--- config.mk ---
export PLATFORM = sky130hd
export DESIGN_NAME = arbitrated_memory
export DESIGN_NICKNAME = d
export VERILOG_FILES = /design/src/source/cpu_pkg.sv /design/src/source/arbitrated_memory.sv
export VERILOG_INCLUDE_DIRS = /design/src /design/src/source
export SDC_FILE = /design/constraint.sdc
export NUM_CORES = 2
export LEC_CHECK = 0
export BUFFER_PORTS_ARGS = -buffer_cell sky130_fd_sc_hd__buf_2
export CAP_MARGIN = 30
export CORE_AREA = 2 2 665 1163
export DETAILED_ROUTE_END_ITERATION = 8
export DIE_AREA = 0 0 667 1165
export MAX_ROUTING_LAYER = met4
export SLEW_MARGIN = 10
export SYNTH_ARGS = -nofsm -noshare
export SYNTH_HDL_FRONTEND = slang
export SYNTH_SLANG_ARGS = --single-unit
export TNS_END_PERCENT = 100
--- constraint.sdc ---
create_clock -name clk -period 8.67 [get_ports clk]
set_clock_uncertainty 0.1 [all_clocks]
set_input_delay 1.734 -clock clk [delete_from_list [all_inputs] [get_ports clk]]
set_output_delay 1.734 -clock clk [all_outputs]
set_load 0.05 [all_outputs]
--- src/source/cpu_config.svh ---
`ifndef CPU_CONFIG_SVH
`define CPU_CONFIG_SVH

// Data and address word width
`define CPU_WORD_SIZE 16

// General purpose registers
`define CPU_REG_COUNT 4

// Unified memory words, addresses wrap
`define CPU_MEM_DEPTH 256

`endif

--- src/source/cpu_pkg.sv ---
`include "cpu_config.svh"

package cpu_pkg;

    typedef logic [`CPU_WORD_SIZE-1:0]         word_t;
    typedef logic [$clog2(`CPU_REG_COUNT)-1:0] reg_idx_t;
    typedef logic [$clog2(`CPU_MEM_DEPTH)-1:0] mem_addr_t;

    typedef enum logic [3:0] {
        OP_BNE   = 4'd0,
        OP_BEQ   = 4'd1,
        OP_ADI   = 4'd4,
        OP_LWD   = 4'd7,
        OP_SWD   = 4'd8,
        OP_JMP   = 4'd9,
        OP_RTYPE = 4'd15
    } opcode_t;

    // R-type function field
    typedef enum logic [5:0] {
        FN_ADD = 6'd0,
        FN_SUB = 6'd1,
        FN_AND = 6'd2,
        FN_ORR = 6'd3,
        FN_WWD = 6'd28,
        FN_HLT = 6'd29
    } func_t;

    typedef enum logic [1:0] {
        ALU_ADD,
        ALU_SUB,
        ALU_AND,
        ALU_OR
    } alu_op_t;

    // EX operand source
    typedef enum logic [1:0] {
        FWD_REG,
        FWD_MEM,
        FWD_WB
    } fwd_sel_t;

    // Instruction fields
    localparam int OPCODE_MSB = 15;
    localparam int OPCODE_LSB = 12;
    localparam int RS_MSB     = 11;
    localparam int RS_LSB     = 10;
    localparam int RT_MSB     = 9;
    localparam int RT_LSB     = 8;
    localparam int RD_MSB     = 7;
    localparam int RD_LSB     = 6;
    localparam int FUNC_MSB   = 5;
    localparam int FUNC_LSB   = 0;
    localparam int IMM_MSB    = 7;
    localparam int IMM_LSB    = 0;

endpackage

--- src/source/arbitrated_memory.sv ---
`timescale 1ns/1ps
`include "cpu_config.svh"

module arbitrated_memory
    import cpu_pkg::*;
(
    input  logic      clk,
    input  logic      load_en,
    input  mem_addr_t load_addr,
    input  word_t     load_data,
    input  logic      data_req,
    input  logic      data_write,
    input  word_t     data_addr,
    input  word_t     data_wdata,
    output word_t     data_rdata,
    input  word_t     fetch_addr,
    output word_t     fetch_inst,
    output logic      fetch_grant
);

    word_t     mem [`CPU_MEM_DEPTH];
    logic      data_grant;
    mem_addr_t data_index;
    mem_addr_t fetch_index;

    // Fixed priority: loader, data, fetch
    assign data_grant  = data_req && !load_en;
    assign fetch_grant = !load_en && !data_req;

    // Addresses wrap to the array depth
    assign data_index  = data_addr[$bits(mem_addr_t)-1:0];
    assign fetch_index = fetch_addr[$bits(mem_addr_t)-1:0];

    assign data_rdata = data_grant ? mem[data_index] : '0;
    assign fetch_inst = mem[fetch_index];

    always_ff @(posedge clk) begin
        if (load_en) begin
            mem[load_addr] <= load_data;
        end else if (data_grant && data_write) begin
            mem[data_index] <= data_wdata;
        end
    end

    // Loader and data access never compete, so no data access is dropped
    assert property (@(posedge clk) $onehot0({load_en, data_req}));

    assert property (@(posedge clk) data_req |-> !fetch_grant);

endmodule

==> metrics.csv <==
stage,metric,value,unit
final_layout,final_area,0.2247,sq mm
synthesis,synth-edff-count,4096,
synthesis,synth_area,0.1914,sq mm
floorplanning,rows,426,
cts,h-tree-depth,5,
sta,rsz0062_at_grt,no,
cts,cts.reportedPaths.clkPinSlew,0.07,ns
synthesis,syn_area_per_cell,18.81,sq um
synthesis,syn_nets,10250,
hold_path,min_path_type,input pin to register,
sta,setup_viol,0,
drt,initialDrtViolationCount,17850,
setup_path,crit_fanout,40,
cts,hold_buffers,0,
sta,tightest_slew,1.436,ns
sta,relSlewSlack,4.241,%
floorplanning,fp.dieH,1.165,mm
cts,cts_sinks,4096,
final_layout,layout.cells.non_filler,21690,
hold_path,min_to,mem[155][5],
placed_design,portBuffers,92,
setup_path,cp-end-kind,output port,
placed_design,place_congestion,1.067,
final_layout,final_common_cell,edfxtp_1,
drt,routed_wl,909.6,mm
synthesis,synthFlopType,edfxtp_1,
placed_design,dp_hpwl,660.1,mm
global_route,antenna_found_initial,169,
placed_design,dpl-instance-area,0.2116,sq mm
floorplanning,die-area,0.7771,sq mm
flow_run,max_cap_viol_count,0,
power_and_ir_drop,power.leakage,69.69,nW
cts,cts_inserted_buffers,356,
final_layout,fin_nets,11100,
floorplanning,die_w,667,microns
sta,min_period,8.306,ns
synthesis,ys_top_cells_by_area,"edfxtp_1, mux4_2, mux2i_1",
cts,clock-root-buffer,clkbuf_16,
sta,fin_crit_sh,95.80,%
power_and_ir_drop,pwr_density_cell,195.3,mW/mm^2
global_route,grt_max_degree,161,
synthesis,ys_seq_area_share,64.25,%
synthesis,synth_top_area_share,64.25,%
synthesis,synth_cells,10180,
final_layout,max_flop_register,mem,
placed_design,dp_cells,20700,
cts,cts-resized-gates,0,
global_route,grt_use_total,23.61,%
synthesis,synth_area_leader_cell,edfxtp_1,
cts,cts.path.max_buffers,4,
drt,drc_errors,0,
sta,finalSetupTns,0,ns
final_layout,syn2layout_area_growth,17.39,%
sta,slew_viol_final,0,
drt,viasPerCell,5.598,
global_route,grt_pass1_wl,1177,mm
drt,via_count,121400,
global_route,grt_pass1_vias,118700,
hold_path,whs_path_depth,3,
floorplanning,start_util,24.94,%
final_layout,reg_top3,mem (4096),
setup_path,worst_ep_required_time,6.84,ns
global_route,grt_overflow_total,0,
sta,hold_viol,0,
setup_path,cp.arrival,6.47,ns
synthesis,ys_seq_elements,4096,
drt,final_antenna_net_count,0,
floorplanning,coreArea,0.7675,sq mm
drt,wl_per_cell,41.93,microns
hold_path,hp-start,data_wdata[5],
setup_path,path_class,input pin to output port,
setup_path,worstSetupStartpointType,input pin,
cts,tritoncts,done,
final_layout,largest_reg_flops,4096,
synthesis,async_flop_share,0,%
sta,fmax,120.4,MHz
final_layout,final_layout_size_suffix_gt1_share,34.21,%
floorplanning,io_pins,109,
drt,dr.pass1.iters,6,
cts,postCtsSetupBuffers,0,
synthesis,synth_cell_types,71,
synthesis,yosys_warnings,0,
final_layout,layout_common_cells,"edfxtp_1, mux4_2, buf_4",
outcome,outcome,finished clean,
power_and_ir_drop,ir_drop,158.7,uV
-- layer usage --
metal | global-route usage, % | wire (microns) | up-vias
met4 | 26.58 | 130000 | 0
li1 | - | - | 45790
met3 | 5.132 | 75710 | 2497
met1 | 22.69 | 271700 | 64960
met2 | 37.29 | 432200 | 8200
met5 | - | 0 | -
-- where the power goes --
part / leakage, nW / internal [W] / switching, W
Clock: 5.71 / 0.00904 / 0.00790
Sequential: 36.3 / 0.0220 / 0.0000234
Combinational: 27.7 / 0.00152 / 0.00344
-- critical path: stages --
cell,delay (ns)
buf_12,0.40
buf_12,0.34
buf_12,0.27
buf_4,0.29
mux4_2,0.53
a22o_1,0.25
a221oi_2,0.26
buf_4,0.41
o21ai_0,0.30
nor3_1,0.95
nor3_1,0.14
buf_4,0.25
buf_12,0.16
-- cells by family (layout without fill, tap and decap cells) --
family | count (synthesis) | in the layout | synth area share [%]
flip-flops | 4096 | 4096 | 64.25
multiplexers | 2593 | 2593 | 24.99
AO/OA/AOI/OAI | 1342 | 1342 | 4.888
AND/OR/NAND/NOR | 1324 | 1324 | 3.095
buffers and inverters | 821 | 1960 | 2.782
other | 0 | 320 | 0
-- how the worst max path moves through the flow --
stage,start,endpoint,slack [ns],cells past startpoint
CTS,fetch_addr[0],fetch_inst[13],0.62,13
detailed placement,fetch_addr[0],fetch_inst[13],0.63,13
floorplan,data_req,mem[0][10],1.69,7
finish,fetch_addr[0],fetch_inst[13],0.36,13
global placement,fetch_addr[3],fetch_inst[2],0.30,12
global route,fetch_addr[0],fetch_inst[13],0.55,13
-- Yosys cell counts (10+ instances only) --
library cell	number
nor4_1	39
nor2b_1	19
or3_1	16
a2111oi_0	20
buf_1	65
nand3b_1	16
buf_8	31
nor3_1	182
o21ai_1	13
o22ai_1	326
o21ai_0	154
mux4_2	1640
nor2_1	476
a221oi_1	78
nand3_1	64
o211ai_1	11
buf_12	27
clkbuf_1	263
nand2b_1	10
buf_6	89
a22oi_1	185
buf_2	207
a22o_1	58
o31ai_1	13
a32oi_1	34
mux2i_1	822
and3_1	25
a21oi_1	162
buf_4	123
a31oi_1	21
mux4_1	72
nand2_1	368
mux2_2	50
nand4_1	70
o32ai_1	12
o221ai_1	129
a211oi_1	72
edfxtp_1	4096
-- through the flow --
step           total power [W]  hold slack [ns]  worst slack, ns  util [%]
2_1_floorplan          0.02484            2.259            1.692         -
5_1_grt                0.04455            1.277           0.5473     29.27
3_5_place_dp           0.02721            2.229           0.6251     27.57
4_1_cts                0.04380            1.203           0.6228     29.11
3_3_place_gp           0.02716            2.220           0.3049     27.50
6_report               0.04390            1.226           0.3645     29.28
-- area by class of cell --
class / instances / area (sq um)
inverters: 3 / 28.78
clock buffers: 410 / 9154
repair buffers: 1308 / 11980
clock inverters: 239 / 2668
flip-flops and latches: 4096 / 123000
well taps: 10060 / 12580
diodes: 320 / 800.8
fillers: 75350 / 542800
multi-input cells: 5259 / 64530
Note: power is estimated with default switching activity, not from simulation.
