[src/source/cpu_config.svh]
`ifndef CPU_CONFIG_SVH
`define CPU_CONFIG_SVH

// Data and address word width
`define CPU_WORD_SIZE 16

// General purpose registers
`define CPU_REG_COUNT 4

// Unified memory words, addresses wrap
`define CPU_MEM_DEPTH 256

`endif

[src/source/cpu_pkg.sv]
`include "cpu_config.svh"

package cpu_pkg;

    typedef logic [`CPU_WORD_SIZE-1:0]         word_t;
    typedef logic [$clog2(`CPU_REG_COUNT)-1:0] reg_idx_t;
    typedef logic [$clog2(`CPU_MEM_DEPTH)-1:0] mem_addr_t;

    typedef enum logic [3:0] {
        OP_BNE   = 4'd0,
        OP_BEQ   = 4'd1,
        OP_ADI   = 4'd4,
        OP_LWD   = 4'd7,
        OP_SWD   = 4'd8,
        OP_JMP   = 4'd9,
        OP_RTYPE = 4'd15
    } opcode_t;

    // R-type function field
    typedef enum logic [5:0] {
        FN_ADD = 6'd0,
        FN_SUB = 6'd1,
        FN_AND = 6'd2,
        FN_ORR = 6'd3,
        FN_WWD = 6'd28,
        FN_HLT = 6'd29
    } func_t;

    typedef enum logic [1:0] {
        ALU_ADD,
        ALU_SUB,
        ALU_AND,
        ALU_OR
    } alu_op_t;

    // EX operand source
    typedef enum logic [1:0] {
        FWD_REG,
        FWD_MEM,
        FWD_WB
    } fwd_sel_t;

    // Instruction fields
    localparam int OPCODE_MSB = 15;
    localparam int OPCODE_LSB = 12;
    localparam int RS_MSB     = 11;
    localparam int RS_LSB     = 10;
    localparam int RT_MSB     = 9;
    localparam int RT_LSB     = 8;
    localparam int RD_MSB     = 7;
    localparam int RD_LSB     = 6;
    localparam int FUNC_MSB   = 5;
    localparam int FUNC_LSB   = 0;
    localparam int IMM_MSB    = 7;
    localparam int IMM_LSB    = 0;

endpackage

[src/source/control_decoder.sv]
`timescale 1ns/1ps
`include "cpu_config.svh"

module control_decoder
    import cpu_pkg::*;
(
    input  opcode_t opcode,
    input  func_t   func,
    output alu_op_t alu_op,
    output logic    alu_src_imm,
    output logic    mem_read,
    output logic    mem_write,
    output logic    reg_write,
    output logic    dest_is_rt,
    output logic    is_branch,
    output logic    branch_on_equal,
    output logic    is_jump,
    output logic    is_wwd,
    output logic    is_halt,
    output logic    uses_rt
);

    always_comb begin
        // No-op unless the encoding is known
        alu_op          = ALU_ADD;
        alu_src_imm     = 1'b0;
        mem_read        = 1'b0;
        mem_write       = 1'b0;
        reg_write       = 1'b0;
        dest_is_rt      = 1'b0;
        is_branch       = 1'b0;
        branch_on_equal = 1'b0;
        is_jump         = 1'b0;
        is_wwd          = 1'b0;
        is_halt         = 1'b0;
        uses_rt         = 1'b0;
        case (opcode)
            OP_RTYPE: begin
                case (func)
                    FN_SUB:  alu_op = ALU_SUB;
                    FN_AND:  alu_op = ALU_AND;
                    FN_ORR:  alu_op = ALU_OR;
                    default: alu_op = ALU_ADD;
                endcase
                reg_write = func inside {FN_ADD, FN_SUB, FN_AND, FN_ORR};
                uses_rt   = reg_write;
                is_wwd    = (func == FN_WWD);
                is_halt   = (func == FN_HLT);
            end
            OP_ADI: begin
                alu_src_imm = 1'b1;
                reg_write   = 1'b1;
                dest_is_rt  = 1'b1;
            end
            OP_LWD: begin
                alu_src_imm = 1'b1;
                mem_read    = 1'b1;
                reg_write   = 1'b1;
                dest_is_rt  = 1'b1;
            end
            OP_SWD: begin
                alu_src_imm = 1'b1;
                mem_write   = 1'b1;
                uses_rt     = 1'b1;
            end
            OP_BNE, OP_BEQ: begin
                is_branch       = 1'b1;
                uses_rt         = 1'b1;
                branch_on_equal = (opcode == OP_BEQ);
            end
            OP_JMP:  is_jump = 1'b1;
            default: ;
        endcase
    end

endmodule

[src/source/register_file.sv]
`timescale 1ns/1ps
`include "cpu_config.svh"

module register_file
    import cpu_pkg::*;
(
    input  logic     clk,
    input  logic     reset_n,
    input  reg_idx_t read_addr1,
    input  reg_idx_t read_addr2,
    output word_t    read_data1,
    output word_t    read_data2,
    input  logic     write_en,
    input  reg_idx_t write_addr,
    input  word_t    write_data
);

    word_t regs [`CPU_REG_COUNT];

    always_ff @(posedge clk) begin
        if (reset_n) begin
            for (int i = 0; i < `CPU_REG_COUNT; i++) begin
                regs[i] <= '0;
            end
        end else if (write_en) begin
            regs[write_addr] <= write_data;
        end
    end

    // Same-cycle write is visible to ID
    assign read_data1 = (write_en && write_addr == read_addr1) ? write_data : regs[read_addr1];
    assign read_data2 = (write_en && write_addr == read_addr2) ? write_data : regs[read_addr2];

    assert property (@(posedge clk) disable iff (reset_n)
        write_en |-> !$isunknown(write_addr));

endmodule

[src/source/hazard_unit.sv]
`timescale 1ns/1ps
`include "cpu_config.svh"

module hazard_unit
    import cpu_pkg::*;
(
    input  reg_idx_t id_rs,
    input  reg_idx_t id_rt,
    input  logic     id_uses_rt,
    input  logic     id_is_branch,
    input  reg_idx_t ex_rd,
    input  logic     ex_reg_write,
    input  logic     ex_mem_read,
    input  reg_idx_t mem_rd,
    input  logic     mem_reg_write,
    input  reg_idx_t wb_rd,
    input  logic     wb_reg_write,
    input  reg_idx_t ex_rs,
    input  reg_idx_t ex_rt,
    output logic     stall,
    output fwd_sel_t forward_a,
    output fwd_sel_t forward_b
);

    logic ex_hit;
    logic mem_hit;

    function automatic fwd_sel_t newest_producer(reg_idx_t src);
        if (mem_reg_write && mem_rd == src) begin
            return FWD_MEM;
        end
        if (wb_reg_write && wb_rd == src) begin
            return FWD_WB;
        end
        return FWD_REG;
    endfunction

    // ID operand still being produced further down
    assign ex_hit  = ex_reg_write && (ex_rd == id_rs || (id_uses_rt && ex_rd == id_rt));
    assign mem_hit = mem_reg_write && (mem_rd == id_rs || (id_uses_rt && mem_rd == id_rt));

    // Branches compare in ID, so they wait for the value to reach WB
    assign stall = (ex_mem_read && ex_hit) || (id_is_branch && (ex_hit || mem_hit));

    always_comb begin
        forward_a = newest_producer(ex_rs);
        forward_b = newest_producer(ex_rt);
    end

endmodule

[src/source/pipeline_core.sv]
`timescale 1ns/1ps
`include "cpu_config.svh"

module pipeline_core
    import cpu_pkg::*;
(
    input  logic  clk,
    input  logic  reset_n,
    output word_t fetch_addr,
    input  word_t fetch_inst,
    input  logic  fetch_grant,
    output logic  data_req,
    output logic  data_write,
    output word_t data_addr,
    output word_t data_wdata,
    input  word_t data_rdata,
    output word_t output_port,
    output logic  output_valid,
    output word_t num_inst,
    output logic  is_halted
);

    // IF/ID
    word_t    pc;
    word_t    if_pc;
    word_t    if_inst;
    logic     if_valid;

    // ID
    alu_op_t  dec_alu_op;
    logic     dec_alu_src_imm;
    logic     dec_mem_read;
    logic     dec_mem_write;
    logic     dec_reg_write;
    logic     dec_dest_is_rt;
    logic     dec_is_branch;
    logic     dec_branch_on_equal;
    logic     dec_is_jump;
    logic     dec_is_wwd;
    logic     dec_is_halt;
    logic     dec_uses_rt;
    reg_idx_t id_rs;
    reg_idx_t id_rt;
    reg_idx_t id_dest;
    word_t    id_a;
    word_t    id_b;
    word_t    id_imm;
    word_t    id_next_pc;
    word_t    id_target;
    logic     hz_stall;
    logic     stall;
    logic     taken;
    logic     id_go;
    logic     freeze;

    // ID/EX
    logic     ex_valid;
    logic     ex_reg_write;
    logic     ex_load;
    logic     ex_store;
    logic     ex_is_wwd;
    logic     ex_is_halt;
    alu_op_t  ex_alu_op;
    logic     ex_alu_src_imm;
    reg_idx_t ex_rs;
    reg_idx_t ex_rt;
    reg_idx_t ex_dest;
    word_t    ex_a;
    word_t    ex_b;
    word_t    ex_imm;
    fwd_sel_t fwd_a;
    fwd_sel_t fwd_b;
    word_t    op_a;
    word_t    op_b;
    word_t    alu_b;
    word_t    alu_out;
    word_t    ex_result;

    // EX/MEM
    logic     mem_valid;
    logic     mem_reg_write;
    logic     mem_load;
    logic     mem_store;
    logic     mem_is_wwd;
    logic     mem_is_halt;
    reg_idx_t mem_dest;
    word_t    mem_result;
    word_t    mem_store_data;

    // MEM/WB
    logic     wb_valid;
    logic     wb_reg_write;
    logic     wb_is_wwd;
    logic     wb_is_halt;
    reg_idx_t wb_dest;
    word_t    wb_data;

    ////////////////////
    // Decode and branch
    ////////////////////

    control_decoder i_decoder (
        .opcode          (opcode_t'(if_inst[OPCODE_MSB:OPCODE_LSB])),
        .func            (func_t'(if_inst[FUNC_MSB:FUNC_LSB])),
        .alu_op          (dec_alu_op),
        .alu_src_imm     (dec_alu_src_imm),
        .mem_read        (dec_mem_read),
        .mem_write       (dec_mem_write),
        .reg_write       (dec_reg_write),
        .dest_is_rt      (dec_dest_is_rt),
        .is_branch       (dec_is_branch),
        .branch_on_equal (dec_branch_on_equal),
        .is_jump         (dec_is_jump),
        .is_wwd          (dec_is_wwd),
        .is_halt         (dec_is_halt),
        .uses_rt         (dec_uses_rt)
    );

    register_file i_regs (
        .clk        (clk),
        .reset_n    (reset_n),
        .read_addr1 (id_rs),
        .read_addr2 (id_rt),
        .read_data1 (id_a),
        .read_data2 (id_b),
        .write_en   (wb_reg_write),
        .write_addr (wb_dest),
        .write_data (wb_data)
    );

    hazard_unit i_hazard (
        .id_rs         (id_rs),
        .id_rt         (id_rt),
        .id_uses_rt    (dec_uses_rt),
        .id_is_branch  (dec_is_branch),
        .ex_rd         (ex_dest),
        .ex_reg_write  (ex_reg_write),
        .ex_mem_read   (ex_load),
        .mem_rd        (mem_dest),
        .mem_reg_write (mem_reg_write),
        .wb_rd         (wb_dest),
        .wb_reg_write  (wb_reg_write),
        .ex_rs         (ex_rs),
        .ex_rt         (ex_rt),
        .stall         (hz_stall),
        .forward_a     (fwd_a),
        .forward_b     (fwd_b)
    );

    assign id_rs      = if_inst[RS_MSB:RS_LSB];
    assign id_rt      = if_inst[RT_MSB:RT_LSB];
    assign id_dest    = dec_dest_is_rt ? id_rt : if_inst[RD_MSB:RD_LSB];
    assign id_imm     = {{(`CPU_WORD_SIZE-IMM_MSB-1){if_inst[IMM_MSB]}}, if_inst[IMM_MSB:IMM_LSB]};
    assign id_next_pc = if_pc + 1'b1;
    assign id_target  = dec_is_jump ? {id_next_pc[`CPU_WORD_SIZE-1:OPCODE_LSB], if_inst[RS_MSB:0]}
                                    : id_next_pc + id_imm;

    assign stall  = if_valid && hz_stall;
    assign id_go  = if_valid && !stall;
    assign taken  = id_go && (dec_is_jump ||
                    (dec_is_branch && ((id_a == id_b) == dec_branch_on_equal)));
    // HLT in WB stops everything on the same edge
    assign freeze = is_halted || (wb_valid && wb_is_halt);

    ////////////////////
    // Execute
    ////////////////////

    assign op_a = (fwd_a == FWD_MEM) ? mem_result : (fwd_a == FWD_WB) ? wb_data : ex_a;
    assign op_b = (fwd_b == FWD_MEM) ? mem_result : (fwd_b == FWD_WB) ? wb_data : ex_b;
    assign alu_b = ex_alu_src_imm ? ex_imm : op_b;

    always_comb begin
        case (ex_alu_op)
            ALU_ADD: alu_out = op_a + alu_b;
            ALU_SUB: alu_out = op_a - alu_b;
            ALU_AND: alu_out = op_a & alu_b;
            default: alu_out = op_a | alu_b;
        endcase
    end

    // WWD carries its source operand down to WB
    assign ex_result = ex_is_wwd ? op_a : alu_out;

    ////////////////////
    // Pipeline registers
    ////////////////////

    always_ff @(posedge clk) begin
        if (reset_n) begin
            pc            <= '0;
            if_valid      <= 1'b0;
            ex_valid      <= 1'b0;
            ex_reg_write  <= 1'b0;
            ex_load       <= 1'b0;
            ex_store      <= 1'b0;
            ex_is_wwd     <= 1'b0;
            ex_is_halt    <= 1'b0;
            mem_valid     <= 1'b0;
            mem_reg_write <= 1'b0;
            mem_load      <= 1'b0;
            mem_store     <= 1'b0;
            mem_is_wwd    <= 1'b0;
            mem_is_halt   <= 1'b0;
            wb_valid      <= 1'b0;
            wb_reg_write  <= 1'b0;
            wb_is_wwd     <= 1'b0;
            wb_is_halt    <= 1'b0;
        end else if (!freeze) begin
            if (!stall) begin
                if (taken) begin
                    pc <= id_target;
                end else if (fetch_grant) begin
                    pc <= pc + 1'b1;
                end
                // Wrong-path fetch or lost fetch slot becomes a bubble
                if_valid <= fetch_grant && !taken;
            end
            ex_valid      <= id_go;
            ex_reg_write  <= id_go && dec_reg_write;
            ex_load       <= id_go && dec_mem_read;
            ex_store      <= id_go && dec_mem_write;
            ex_is_wwd     <= id_go && dec_is_wwd;
            ex_is_halt    <= id_go && dec_is_halt;
            mem_valid     <= ex_valid;
            mem_reg_write <= ex_reg_write;
            mem_load      <= ex_load;
            mem_store     <= ex_store;
            mem_is_wwd    <= ex_is_wwd;
            mem_is_halt   <= ex_is_halt;
            wb_valid      <= mem_valid;
            wb_reg_write  <= mem_reg_write;
            wb_is_wwd     <= mem_is_wwd;
            wb_is_halt    <= mem_is_halt;
        end
    end

    always_ff @(posedge clk) begin
        if (!freeze) begin
            if (!stall && !taken && fetch_grant) begin
                if_inst <= fetch_inst;
                if_pc   <= pc;
            end
            ex_alu_op      <= dec_alu_op;
            ex_alu_src_imm <= dec_alu_src_imm;
            ex_rs          <= id_rs;
            ex_rt          <= id_rt;
            ex_dest        <= id_dest;
            ex_a           <= id_a;
            ex_b           <= id_b;
            ex_imm         <= id_imm;
            mem_dest       <= ex_dest;
            mem_result     <= ex_result;
            mem_store_data <= op_b;
            wb_dest        <= mem_dest;
            wb_data        <= mem_load ? data_rdata : mem_result;
        end
    end

    // Retire count and halt
    always_ff @(posedge clk) begin
        if (reset_n) begin
            num_inst  <= '0;
            is_halted <= 1'b0;
        end else if (!is_halted && wb_valid) begin
            num_inst <= num_inst + 1'b1;
            if (wb_is_halt) begin
                is_halted <= 1'b1;
            end
        end
    end

    assign fetch_addr   = pc;
    assign data_req     = (mem_load || mem_store) && !freeze;
    assign data_write   = mem_store;
    assign data_addr    = mem_result;
    assign data_wdata   = mem_store_data;
    assign output_valid = wb_is_wwd;
    assign output_port  = output_valid ? wb_data : '0;

    assert property (@(posedge clk) disable iff (reset_n)
        !(output_valid && is_halted));

endmodule

[config.mk]
export PLATFORM = sky130hd
export DESIGN_NAME = pipeline_core
export DESIGN_NICKNAME = d
export VERILOG_FILES = /design/src/source/cpu_pkg.sv /design/src/source/control_decoder.sv /design/src/source/register_file.sv /design/src/source/hazard_unit.sv /design/src/source/pipeline_core.sv
export VERILOG_INCLUDE_DIRS = /design/src /design/src/source
export SDC_FILE = /design/constraint.sdc
export NUM_CORES = 1
export LEC_CHECK = 0
export BUFFER_PORTS_ARGS = -buffer_cell sky130_fd_sc_hd__buf_2
export CAP_MARGIN = 25
export CELL_PAD_IN_SITES_DETAIL_PLACEMENT = 1
export CELL_PAD_IN_SITES_GLOBAL_PLACEMENT = 1
export CORE_UTILIZATION = 50
export DETAILED_ROUTE_END_ITERATION = 10
export GPL_ROUTABILITY_DRIVEN = 1
export PLACE_DENSITY = 0.86
export SYNTH_ARGS = -nofsm -noshare
export SYNTH_HDL_FRONTEND = slang
export SYNTH_SLANG_ARGS = --single-unit
[constraint.sdc]
create_clock -name clk -period 15.1 [get_ports clk]
set_input_delay 0.755 -clock clk [delete_from_list [all_inputs] [get_ports clk]]
set_output_delay 0.755 -clock clk [all_outputs]
set_load 0.01 [all_outputs]
==> results.toml <==
[clock_network]
cts_resized = 0
post_cts.repair.setup_buffers = 0
cts_hold_buf = 0
cts_root_buffer = "clkbuf_16"
cts_sinks = 251
cts.path.max_buffers = 3
htreeDepth = 1
cts_tree = "built"
cts_buffers = 29
clkTransAtPathRegs_ps = 60
clock_latency_ps = 560

[power_and_ir_drop]
power_density_nw_per_um2 = 128.5
p_total_uw = 2119
p_leak_uw = 0.006629
peakVddDrop_mv = 0.08420

[synthesis]
yosys.cell_types.count = 78
ys_async_sr_fraction_pct = 0
synth_top_area_share_pct = 40.35
synth.yosys.seq_area_share_pct = 47.73
synth-simple-area-share_pct = 15.92
ys_seq_elements = 251
synth_ff_type = "edfxtp_1"
synth_warnings = 0
synth_area_um2 = 14660
syn_inst = 1413
synth_compound_area_share_pct = 14.18
synth_fa_ha_area_share_pct = 3.346
yosysTopAreaCell = "edfxtp_1"
synthXorXnorAreaFrac_pct = 5.974
synth_top_family_by_area = "simple AND/OR/NAND/NOR gates"
muxShareOfSynthArea_pct = 9.192
syn_avg_cell_area_um2 = 10.38
netlist_top_cells_area = "edfxtp_1, dfxtp_1, mux4_2, nand2_1, xnor2_1"
synth_fp_nets = 1486
synth_edf_count = 197

[setup_path]
crit_buf_inv = 2
critPathSlowestCell = "edfxtp_1"
r2r_end = "data_addr[14]$_DFFE_PN_"
crit_family = "compound AO/OA/AOI/OAI gates"
required_ps = 15370
cp-start-kind = "flip-flop"
arrival_ps = 6100
reg2reg_depth = 22
worst_path_largest_cell_delay_ps = 760
crit_chain = "xnor2_1 > nand3_1 > buf_8 > mux2i_1 > a21oi_1 > mux2_2 > inv_1 > ha_1 > nor2_1 > xor2_1 > ha_1 > nor2b_1 > o21ai_0 > a21boi_0 > o21ai_0 > a21boi_0 > o21ai_0 > a21oi_1 > o41ai_1 > nor3_1 > o41ai_1 > o311ai_0"
r2r-start = "wb_dest[1]$_DFFE_PN_"
critPathCaptureType = "flip-flop"
cp_max_fo = 17
critical_path.startpoint = "wb_dest[1]$_DFFE_PN_"
r2r_setup_slack_ps = 9270
path_class = "reg -> reg"
crit_path_frequent_cell = "o21ai_0"

[run_status]
status = "finished clean"

[drt]
vias = 11809
finalWirelength_um = 43540
vias_per_cell = 6.205
drt-wirelength-per-cell_um = 22.88
dr_wl_met2_um = 22240
drt.antenna.violating_nets = 0
drt_iter0_drc = 766
drc = 0
wl_met1_um = 17440
first_pass_iters = 5
wl_met3_um = 2078
topRoutingLayerUsed = "met4"

[global_route]
grt_max_degree = 80
grt_antenna_before_repair = 0
grt_pass1_wl_um = 68760
overflow = 0
grt_usage_pct = 29.11
first_global_vias = 12420

[sta]
setup_ws_ps = 9266
finClkSkew_ps = 17.05
fin_crit_ps = 5834
timing_worst_slew_pin_value_ps = 1019
final-hold-violation-count = 0
fmax_ghz = 0.1714
rsz0062_at_grt = "no"
slew_violations = 0
fin_crit_sh_pct = 38.63
setup_viol = 0
setup-tns-final_ps = 0
slew-limit-headroom_pct = 32.06

[floorplan]
fp.dieH_um = 173.2
initial_core_util_pct = 50.94
core_region_area_um2 = 28780
die_area_um2 = 30010
fp-row-count = 62
io_pins = 119
dieWidth_um = 173.2

[placement]
dp_hpwl_um = 30810
post-place-ws_ps = 8859
routabilityCongestion = 0.9095
placedCellCount = 1847
port_buffers = 118

[min_path]
hold-path-cell-count = 1
hold_class = "in -> reg"
min_to = "if_inst[2]$_DFFE_PP_"
min_from = "fetch_inst[2]"

[layout]
diodes = 0
final_util_pct = 57.31
area_growth_pct = 12.51
nets = 1569
instances_no_fill = 1903
layout-drive-gt1-share_pct = 17.18
nFillCells = 3170

[run]
cap_viol_max_count = 0
==> registers in the layout, indices dropped and copies added, names as in the netlist, 8 cells and up, named ones only <==
name,cells
wb_data,16
data_wdata,16
i_regs.regs,64
data_addr,16
ex_b,16
ex_a,16
if_inst,16
if_pc,16
ex_imm,8
num_inst,16
fetch_addr,16
==> synth_stat cells, types with 4 or more instances <==
| master | number |
|---|---|
| a21o_1 | 13 |
| a21oi_1 | 97 |
| a221o_1 | 7 |
| a221oi_1 | 7 |
| a22o_1 | 6 |
| a22oi_1 | 18 |
| a31oi_1 | 13 |
| and2_1 | 70 |
| and3_1 | 9 |
| buf_1 | 9 |
| buf_2 | 9 |
| buf_6 | 7 |
| clkbuf_1 | 57 |
| dfxtp_1 | 54 |
| edfxtp_1 | 197 |
| ha_1 | 36 |
| inv_1 | 40 |
| mux2_2 | 26 |
| mux2i_1 | 30 |
| mux4_2 | 32 |
| nand2_1 | 144 |
| nand2b_1 | 9 |
| nand3_1 | 33 |
| nand4_1 | 12 |
| nor2_1 | 134 |
| nor2b_1 | 8 |
| nor3_1 | 16 |
| nor3b_1 | 5 |
| nor4_1 | 12 |
| o211ai_1 | 9 |
| o21a_1 | 10 |
| o21ai_0 | 76 |
| o21ai_1 | 4 |
| o221ai_1 | 6 |
| o22a_1 | 9 |
| o22ai_1 | 5 |
| o31ai_1 | 5 |
| or2_2 | 5 |
| or3_1 | 10 |
| or4_1 | 5 |
| xnor2_1 | 60 |
| xor2_1 | 40 |
==> metal layers <==
metal	vias up	GRT usage, %
met5	-	0
met4	0	11.91
met3	95	3.399
met2	449	52.47
met1	5912	35.34
li1	5353	-
==> cells in the final DEF (no fill, tap or decap), types with 8 or more instances in the layout <==
master / n
nand2b_1: 9
buf_2: 118
ha_1: 36
buf_4: 15
nand2_1: 144
mux2i_1: 30
a21o_1: 13
nor4_1: 12
clkbuf_16: 31
xnor2_1: 60
o21ai_0: 76
nor3_1: 16
or3_1: 10
nor2b_1: 8
nand3_1: 33
inv_1: 39
and2_1: 70
nor2_1: 134
a22oi_1: 18
dfxtp_1: 54
o211ai_1: 9
mux4_2: 32
o22a_1: 9
a31oi_1: 13
a21oi_1: 96
and3_1: 9
edfxtp_1: 197
nand4_1: 12
mux2_2: 26
xor2_1: 40
o21a_1: 10
==> cell type report <==
class	instances	area [um^2]	area share, %
repair buffers	136	760.7	4.612
clock buffers	40	849.6	5.151
flip-flops and latches	251	6997	42.42
clock inverters	14	123.9	0.7510
inverters	40	152.6	0.9254
multi-input cells	1038	7131	43.23
well taps	384	480.5	2.913
==> power breakdown <==
group	total [uW]	switching, uW	internal [uW]
Combinational	432	241	191
Clock	713	287	426
Sequential	974	132	842
==> cells by family after synthesis <==
group | after synthesis
xor gates and xnor gates | 100
buffers and inverters | 124
AOI/OAI and AO/OA | 324
and+or+nand+nor | 486
adders and majority gates | 38
muxes | 90
DFF | 251
==> how the worst max path moves through the flow <==
stage / endpoint / cells after the start
detailed placement: data_addr[14]$_DFFE_PN_ / 21
global route: data_addr[15]$_DFFE_PN_ / 23
finish: data_addr[14]$_DFFE_PN_ / 22
floorplan: data_addr[14]$_DFFE_PN_ / 20
global placement: data_addr[14]$_DFFE_PN_ / 21
CTS: data_addr[15]$_DFFE_PN_ / 22
==> stage by stage <==
step	cell area, um^2	hold slack (ps)
2_1_floorplan	14660	420.6
6_report	16490	368.1
3_3_place_gp	15460	441.4
3_5_place_dp	15490	459.0
5_1_grt	16490	352.7
4_1_cts	16460	347.1
Power figures use the tool's default switching activity.
